==> src/mem_steer_pkg.sv <==
`default_nettype none

package mem_steer_pkg;

    localparam int ADDR_W = 32;
    localparam int INT_W = 6;

    // Core reset stays up this many cycles after the external reset
    localparam int CORE_RESET_CYCLES = 128;
    localparam int RST_CNT_W = $clog2(CORE_RESET_CYCLES);

    // Fetches to complete before the caches open
    localparam int WARMUP_FETCHES = 3;
    localparam int WARM_CNT_W = $clog2(WARMUP_FETCHES + 1);

    // kseg1 style segment, address bits 31..29
    localparam logic [2:0] UNCACHED_SEG = 3'b101;

    localparam int CFG_W = INT_W + 1;

    typedef enum logic [2:0] {
        OP_LB  = 3'd0,
        OP_LBU = 3'd1,
        OP_LH  = 3'd2,
        OP_LHU = 3'd3,
        OP_LW  = 3'd4,
        OP_SB  = 3'd5,
        OP_SH  = 3'd6,
        OP_SW  = 3'd7
    } mem_op_t;

    // Same code as the bus size field
    typedef enum logic [2:0] {
        SIZE_BYTE = 3'd0,
        SIZE_HALF = 3'd1,
        SIZE_WORD = 3'd2
    } acc_size_t;

endpackage

`default_nettype wire

==> src/mem_req_if.sv <==
`default_nettype none

interface mem_req_if;
    import mem_steer_pkg::*;

    logic              valid;
    logic              is_write;
    logic [ADDR_W-1:0] addr;
    acc_size_t         size;
    logic [3:0]        byte_en;
    logic [ADDR_W-1:0] wdata;
    logic              align_err;

    // Decoder side
    modport src (
        output valid, is_write, addr, size, byte_en, wdata, align_err
    );

    // Router side, accepts every strobe
    modport dst (
        input valid, is_write, addr, size, byte_en, wdata, align_err
    );

endinterface

`default_nettype wire

==> src/access_decode.sv <==
`default_nettype none

module access_decode (
    input  wire                               i_req_valid,
    input  wire mem_steer_pkg::mem_op_t       i_op,
    input  wire [mem_steer_pkg::ADDR_W-1:0]   i_addr,
    input  wire [mem_steer_pkg::ADDR_W-1:0]   i_wdata,
    mem_req_if.src                            o_req
);
    import mem_steer_pkg::*;

    acc_size_t  size;
    logic       is_write;
    logic [1:0] lo;

    assign lo = i_addr[1:0];

    always_comb begin
        is_write = 1'b0;
        size     = SIZE_WORD;
        case (i_op)
            OP_LB, OP_LBU: size = SIZE_BYTE;
            OP_LH, OP_LHU: size = SIZE_HALF;
            OP_LW:         size = SIZE_WORD;
            OP_SB: begin
                size     = SIZE_BYTE;
                is_write = 1'b1;
            end
            OP_SH: begin
                size     = SIZE_HALF;
                is_write = 1'b1;
            end
            default: begin
                size     = SIZE_WORD;
                is_write = 1'b1;
            end
        endcase
    end

    // Byte lanes and replicated store data
    always_comb begin
        case (size)
            SIZE_BYTE: begin
                o_req.byte_en   = 4'b0001 << lo;
                o_req.wdata     = {4{i_wdata[7:0]}};
                o_req.align_err = 1'b0;
            end
            SIZE_HALF: begin
                o_req.byte_en   = lo[1] ? 4'b1100 : 4'b0011;
                o_req.wdata     = {2{i_wdata[15:0]}};
                o_req.align_err = lo[0];
            end
            default: begin
                o_req.byte_en   = 4'b1111;
                o_req.wdata     = i_wdata;
                o_req.align_err = |lo;
            end
        endcase
    end

    assign o_req.valid    = i_req_valid;
    assign o_req.is_write = is_write;
    assign o_req.addr     = i_addr;
    assign o_req.size     = size;

endmodule

`default_nettype wire

==> src/access_router.sv <==
`default_nettype none

module access_router (
    input  wire                                Clk,
    input  wire                                i_core_reset,
    mem_req_if.dst                             i_req,
    input  wire                                i_exc,
    input  wire                                i_force_uncached,
    input  wire                                i_cache_closed,
    output logic                               o_cached_rd,
    output logic                               o_cached_wr,
    output logic                               o_uncached_rd,
    output logic                               o_uncached_wr,
    output logic [mem_steer_pkg::ADDR_W-1:0]   o_addr,
    output mem_steer_pkg::acc_size_t           o_size,
    output logic [3:0]                         o_byte_en,
    output logic [mem_steer_pkg::ADDR_W-1:0]   o_wdata,
    output logic                               o_align_err
);
    import mem_steer_pkg::*;

    logic uncached;
    logic take;
    logic issue;

    assign uncached = (i_req.addr[ADDR_W-1:ADDR_W-3] == UNCACHED_SEG)
                    | i_force_uncached
                    | i_cache_closed;

    // An exception in the same cycle kills the access outright
    assign take  = i_req.valid & ~i_exc;
    assign issue = take & ~i_req.align_err;

    always_ff @(posedge Clk) begin
        if (i_core_reset) begin
            o_cached_rd   <= 1'b0;
            o_cached_wr   <= 1'b0;
            o_uncached_rd <= 1'b0;
            o_uncached_wr <= 1'b0;
            o_align_err   <= 1'b0;
        end else begin
            o_cached_rd   <= issue & ~uncached & ~i_req.is_write;
            o_cached_wr   <= issue & ~uncached & i_req.is_write;
            o_uncached_rd <= issue & uncached & ~i_req.is_write;
            o_uncached_wr <= issue & uncached & i_req.is_write;
            o_align_err   <= take & i_req.align_err;
        end
    end

    // Payload follows every presented access
    always_ff @(posedge Clk) begin
        if (i_req.valid) begin
            o_addr    <= i_req.addr;
            o_size    <= i_req.size;
            o_byte_en <= i_req.byte_en;
            o_wdata   <= i_req.wdata;
        end
    end

endmodule

`default_nettype wire

==> src/mem_steer_top.sv <==
`default_nettype none

module mem_steer_top (
    input  wire                                Clk,
    input  wire                                Myreset,
    input  wire                                i_req_valid,
    input  wire mem_steer_pkg::mem_op_t        i_op,
    input  wire [mem_steer_pkg::ADDR_W-1:0]    i_addr,
    input  wire [mem_steer_pkg::ADDR_W-1:0]    i_wdata,
    input  wire                                i_exc,
    input  wire                                i_cfg_we,
    input  wire [mem_steer_pkg::CFG_W-1:0]     i_cfg_wdata,
    input  wire                                i_fetch_done,
    input  wire [mem_steer_pkg::INT_W-1:0]     i_ext_int,
    output logic                               o_cached_rd,
    output logic                               o_cached_wr,
    output logic                               o_uncached_rd,
    output logic                               o_uncached_wr,
    output logic [mem_steer_pkg::ADDR_W-1:0]   o_addr,
    output mem_steer_pkg::acc_size_t           o_size,
    output logic [3:0]                         o_byte_en,
    output logic [mem_steer_pkg::ADDR_W-1:0]   o_wdata,
    output logic                               o_align_err,
    output logic                               o_int_pending
);
    import mem_steer_pkg::*;

    logic core_reset;
    logic force_uncached;
    logic cache_closed;

    mem_req_if u_req_if ();

    reset_stretch u_reset_stretch (
        .Clk          (Clk),
        .Myreset      (Myreset),
        .o_core_reset (core_reset)
    );

    steer_cfg u_steer_cfg (
        .Clk              (Clk),
        .Myreset          (Myreset),
        .i_core_reset     (core_reset),
        .i_cfg_we         (i_cfg_we),
        .i_cfg_wdata      (i_cfg_wdata),
        .i_fetch_done     (i_fetch_done),
        .i_ext_int        (i_ext_int),
        .o_force_uncached (force_uncached),
        .o_cache_closed   (cache_closed),
        .o_int_pending    (o_int_pending)
    );

    access_decode u_access_decode (
        .i_req_valid (i_req_valid),
        .i_op        (i_op),
        .i_addr      (i_addr),
        .i_wdata     (i_wdata),
        .o_req       (u_req_if.src)
    );

    access_router u_access_router (
        .Clk              (Clk),
        .i_core_reset     (core_reset),
        .i_req            (u_req_if.dst),
        .i_exc            (i_exc),
        .i_force_uncached (force_uncached),
        .i_cache_closed   (cache_closed),
        .o_cached_rd      (o_cached_rd),
        .o_cached_wr      (o_cached_wr),
        .o_uncached_rd    (o_uncached_rd),
        .o_uncached_wr    (o_uncached_wr),
        .o_addr           (o_addr),
        .o_size           (o_size),
        .o_byte_en        (o_byte_en),
        .o_wdata          (o_wdata),
        .o_align_err      (o_align_err)
    );

endmodule

`default_nettype wire

==> src/reset_stretch.sv <==
`default_nettype none

module reset_stretch (
    input  wire  Clk,
    input  wire  Myreset,
    output logic o_core_reset
);
    import mem_steer_pkg::*;

    logic [RST_CNT_W-1:0] rst_cnt;
    logic                 hold_q;

    // Count out the quiet period once the external reset is gone
    always_ff @(posedge Clk) begin
        if (Myreset) begin
            rst_cnt <= '0;
            hold_q  <= 1'b1;
        end else if (hold_q) begin
            rst_cnt <= rst_cnt + 1'b1;
            if (&rst_cnt) begin
                hold_q <= 1'b0;
            end
        end
    end

    assign o_core_reset = Myreset | hold_q;

endmodule

`default_nettype wire

==> src/steer_cfg.sv <==
`default_nettype none

module steer_cfg (
    input  wire                             Clk,
    input  wire                             Myreset,
    input  wire                             i_core_reset,
    input  wire                             i_cfg_we,
    input  wire [mem_steer_pkg::CFG_W-1:0]  i_cfg_wdata,
    input  wire                             i_fetch_done,
    input  wire [mem_steer_pkg::INT_W-1:0]  i_ext_int,
    output logic                            o_force_uncached,
    output logic                            o_cache_closed,
    output logic                            o_int_pending
);
    import mem_steer_pkg::*;

    logic [CFG_W-1:0]      cfg_q;
    logic [WARM_CNT_W-1:0] warm_cnt;
    logic [INT_W-1:0]      int_sample_q;
    logic [INT_W-1:0]      int_mask;

    // Bit 0 force uncached, bits 6..1 interrupt mask
    always_ff @(posedge Clk) begin
        if (i_core_reset) begin
            cfg_q <= '0;
        end else if (i_cfg_we) begin
            cfg_q <= i_cfg_wdata;
        end
    end

    always_ff @(posedge Clk) begin
        if (i_core_reset) begin
            warm_cnt <= WARM_CNT_W'(WARMUP_FETCHES);
        end else if (i_fetch_done && (warm_cnt != '0)) begin
            warm_cnt <= warm_cnt - 1'b1;
        end
    end

    // Interrupt lines sampled on the raw reset, like the pin synchroniser
    always_ff @(posedge Clk) begin
        if (Myreset) begin
            int_sample_q <= '0;
        end else begin
            int_sample_q <= i_ext_int;
        end
    end

    assign int_mask = cfg_q[CFG_W-1:1];

    assign o_force_uncached = cfg_q[0];
    assign o_cache_closed   = (warm_cnt != '0);
    // Mask is zero while the core is held, so no pending leaks out
    assign o_int_pending    = |(int_sample_q & int_mask);

endmodule

`default_nettype wire

==> config.mk <==
export PLATFORM = sky130hd
export DESIGN_NAME = mem_steer_top
export DESIGN_NICKNAME = d
export VERILOG_FILES = /design/src/mem_steer_pkg.sv /design/src/mem_req_if.sv /design/src/access_decode.sv /design/src/access_router.sv /design/src/mem_steer_top.sv /design/src/reset_stretch.sv /design/src/steer_cfg.sv
export SDC_FILE = /design/constraint.sdc
export NUM_CORES = 1
export LEC_CHECK = 0
export BUFFER_PORTS_ARGS = -buffer_cell sky130_fd_sc_hd__buf_2
export CORE_ASPECT_RATIO = 0.8
export CORE_MARGIN = 5
export CORE_UTILIZATION = 40
export DETAILED_ROUTE_END_ITERATION = 12
export PLACE_DENSITY = 0.69
export SKIP_LAST_GASP = 1
export SYNTH_ARGS = -nofsm -noshare
export SYNTH_HDL_FRONTEND = slang
export SYNTH_SLANG_ARGS = --single-unit
==> constraint.sdc <==
create_clock -name Clk -period 3.3 [get_ports Clk]
set_input_delay 0.66 -clock Clk [delete_from_list [all_inputs] [get_ports Clk]]
set_output_delay 0.66 -clock Clk [all_outputs]
set_load 0.02 [all_outputs]
==> metrics.md <==
| Metric | Value |
|---|---|
| Hold Path Class | reg -> reg |
| Hold Crit Start | u_reset_stretch.rst_cnt[6]$_SDFFE_PP0P_ |
| Worst-path clk slew | about 0.070 ns |
| Die Width | 120 um |
| Chip height | ~100 um |
| Sequential share of power | 0.514 |
| Min Tclk post-route | 2.07 ns |
| DRT Pass-1 Iters | 5 |
| Leakage | 2.12 nW |
| Peak supply drop | about 350 uV |
| FFs w/ async S/R, synth | 0 |
| Maximum clock rate | around 480 MHz |
| Cells after Synth | 278 |
| Top post-synthesis cells by area | edfxtp_1, dfxtp_1, mux2_1 |
| Synth top area share | 0.543 |
| Postcts setup bufs | 0 |
| Syn avg cell area | around 14 um2 |
| Vias | approximately 2700 |
| Final setup violation count | 0 |
| Comb power frac | 0.129 |
| Initial antenna violation count | 0 |
| Ports | about 160 |
| Post-route insts no fill | 561 |
| DR WL/cell | 15.3 um |
| Leading area contributor after synthesis | edfxtp_1 |
| GR Overflow Total | 0 |
| Psw | approximately 700 uW |
| Final Hold Viols | 0 |
| Starting density of the core | 0.405 |
| Dpl cells | roughly 550 |
| Commonest cells post-synth | edfxtp_1, dfxtp_1, nor2_1 |
| Drt via density | a little under 5 |
| Hold buffers post-CTS | 0 |
| Drt drc | 0 |
| Net Sw Frac | 0.257 |
| Die area | ~12000 um2 |
| Diodes inserted | 0 |
| Post-synth EDFFs | 70 |
| Setup TNS | 0 ns |
| Worst Setup SP | i_op[1] |
| Worst slack at placement | approximately 0.83 ns |
| DPL Wire Length | 6370 um |
| CP Class | in -> reg |
| All-layer global routing usage | 0.145 |
| #FFs+latches synth | roughly 100 |
| Net Count, Synth | 366 |
| TritonCTS buffer count | 9 |
| CP max stage cell | buf_2 |
| Row cnt | 32 |
| 1st-iter DRT viols | between 150 and 200 |
| Share of layout cells above drive strength 1 | 0.428 |
| Crit end category | flop |
| Crit path max fanout | 39 |
| Clk root buf | clkbuf_16 |
| Largest net degree at the start of global routing | 40 |
| TritonCTS Sinks | 98 |
| Number of H-tree levels | 3 |
| Period utilisation layout | 0.626 |
| Status | complete, no violations |
| Slew @ Worst Pin | ~0.60 ns |
| Worst Path Buf+Inv | 1 |
| Synth Warn # | 0 |
| WP data required | between 3 and 4 ns |
| Nets@finish | 525 |
| Max incr delay on CP | between 0.4 and 0.5 ns |
| Worst rel slew slack | 0.602 |
| RSZ-0062 raised after global routing | no |
| Core area | between 9000 and 10000 um2 |
| Post-Route WL | approximately 8600 um |
| Largest delay contributor family on the critical path | buffers and inverters |
| Worst clock skew | ~0.0085 ns |
| Pwr dens | approximately 550 nW/um2 |
| I/O Buffers | ~160 |
| Final worst slack | 1.23 ns |
| Routed Antenna Nets | 0 |
| DP Area | 4740 um2 |
| Post-CTS Resized | 0 |
| Clock buffer depth | 2 |
| Worst reg2reg startpoint | u_reset_stretch.hold_q$_SDFF_PP1_ |
| Mapped Area | approximately 3900 um2 |
| CP Launch Type | primary input |
| Worst hold slack | 0.493 ns |
| Pint | 2.07 mW |
| Clock share of power | 0.357 |
| Global-route wire length before repair | between 10000 and 15000 um |
| Crit-path cells | buf_2 > xnor2_1 > nand2_1 > mux2_1 |
| Netlist cell types | 39 |
| Sequential share of the synthesized area | 0.688 |
| Fin area | slightly above 5000 um2 |
| Most instantiated library cell after synthesis | edfxtp_1 |
| Critical path arrival | roughly 2.2 ns |
| Placer Congestion | 0.799 |
| Layout area overhead | 29.8% |
| Number of global-route vias before repair | 2636 |
| CTS tree | built |
| Ys flop type | edfxtp_1 |
| Max cap viols | 0 |
| Fin. max-slew vios | 0 |
| Clk_lat worst skew | between 0.3 and 0.4 ns |
[cell families after synthesis]
group           count (synthesis)  synth area share
compound gates                 42            0.0685
fa+ha+maj                       2           0.00646
buf+inv                        20            0.0317
flops                          98             0.688
simple gates                   85             0.124
xor+xnor                        6            0.0136
other cells                     1          0.000968
mux                            24            0.0672
[layout make-up]
cell class                 count  area [um2]
clock buffer                   9         225
clock inverter                 7        60.1
fill                         836        4540
inverter                       4        15.0
multi-input combinational    160        1090
sequential                    98        2660
tap                          119         149
timing repair buffer         164         828
[cells in the final DEF, fill, tap and decap left out, types with 2 or more instances in the layout]
cell / n
a21oi_1: 2
ha_1: 2
nand4_1: 3
mux2i_1: 8
inv_8: 3
nor3_1: 5
clkbuf_16: 9
edfxtp_1: 70
xnor2_1: 3
xor2_1: 3
buf_4: 3
clkinv_2: 2
o21ai_0: 20
nand3b_1: 8
buf_2: 161
nand2b_1: 4
inv_1: 3
and2_1: 2
a22oi_1: 9
nor2b_1: 7
o21ai_1: 5
dfxtp_1: 28
nor3b_1: 8
nor2_1: 22
a22oi_2: 2
nand2_1: 10
or3_1: 10
mux2_1: 16
[worst register-to-register path, cell delays in order, from the launching register on]
cell and delay [ns]:
dfxtp_1 0.53, nand4_1 0.21, or3_1 0.39, a21oi_1 0.14
[sequential cells by signal, indices dropped and copies added (netlist names)]
register,count
u_access_router.o_addr,32
u_access_router.o_align_err,1
u_access_router.o_byte_en,4
u_access_router.o_cached_rd,1
u_access_router.o_cached_wr,1
u_access_router.o_size,2
u_access_router.o_uncached_rd,1
u_access_router.o_uncached_wr,1
u_access_router.o_wdata,32
u_reset_stretch.hold_q,1
u_reset_stretch.rst_cnt,7
u_steer_cfg.cfg_q,7
u_steer_cfg.int_sample_q,6
u_steer_cfg.warm_cnt,2
[final timing paths]
kind / to / slack (ns) / cells after the start
hold reg to reg: u_reset_stretch.rst_cnt[6]$_SDFFE_PP0P_ / 0.49 / 2
hold / removal: u_reset_stretch.rst_cnt[6]$_SDFFE_PP0P_ / 0.49 / 2
setup / recovery: u_access_router.o_wdata[22]$_DFFE_PP_ / 1.23 / 4
setup reg to reg: u_reset_stretch.rst_cnt[5]$_SDFFE_PP0P_ / 1.96 / 3
[power by group through the flow]
stage | sequential [mW] | combinational, mW | clock [mW]
floorplan | 1.57 | 0.0966 | 0
global placement | 1.46 | 0.359 | 0
detailed placement | 1.46 | 0.364 | 0
CTS | 1.44 | 0.365 | 1.03
global route | 1.44 | 0.390 | 1.08
finish | 1.43 | 0.360 | 0.994
[per-stage QoR]
| step | utilization | power (mW) |
|---|---|---|
| 4_1_cts | 0.525 | 2.83 |
| 3_5_place_dp | 0.496 | 1.83 |
| 6_report | 0.525 | 2.79 |
| 2_1_floorplan | - | 1.66 |
| 3_3_place_gp | 0.496 | 1.82 |
| 5_1_grt | 0.525 | 2.91 |
[routing by layer]
layer	up-vias	track usage	wire [um]
li1	1338	-	-
met1	1272	0.187	3740
met2	120	0.231	4050
met3	4	0.0481	785
met4	0	0.0502	29
met5	-	0	0
No activity file was read; power rests on OpenSTA's default activity.
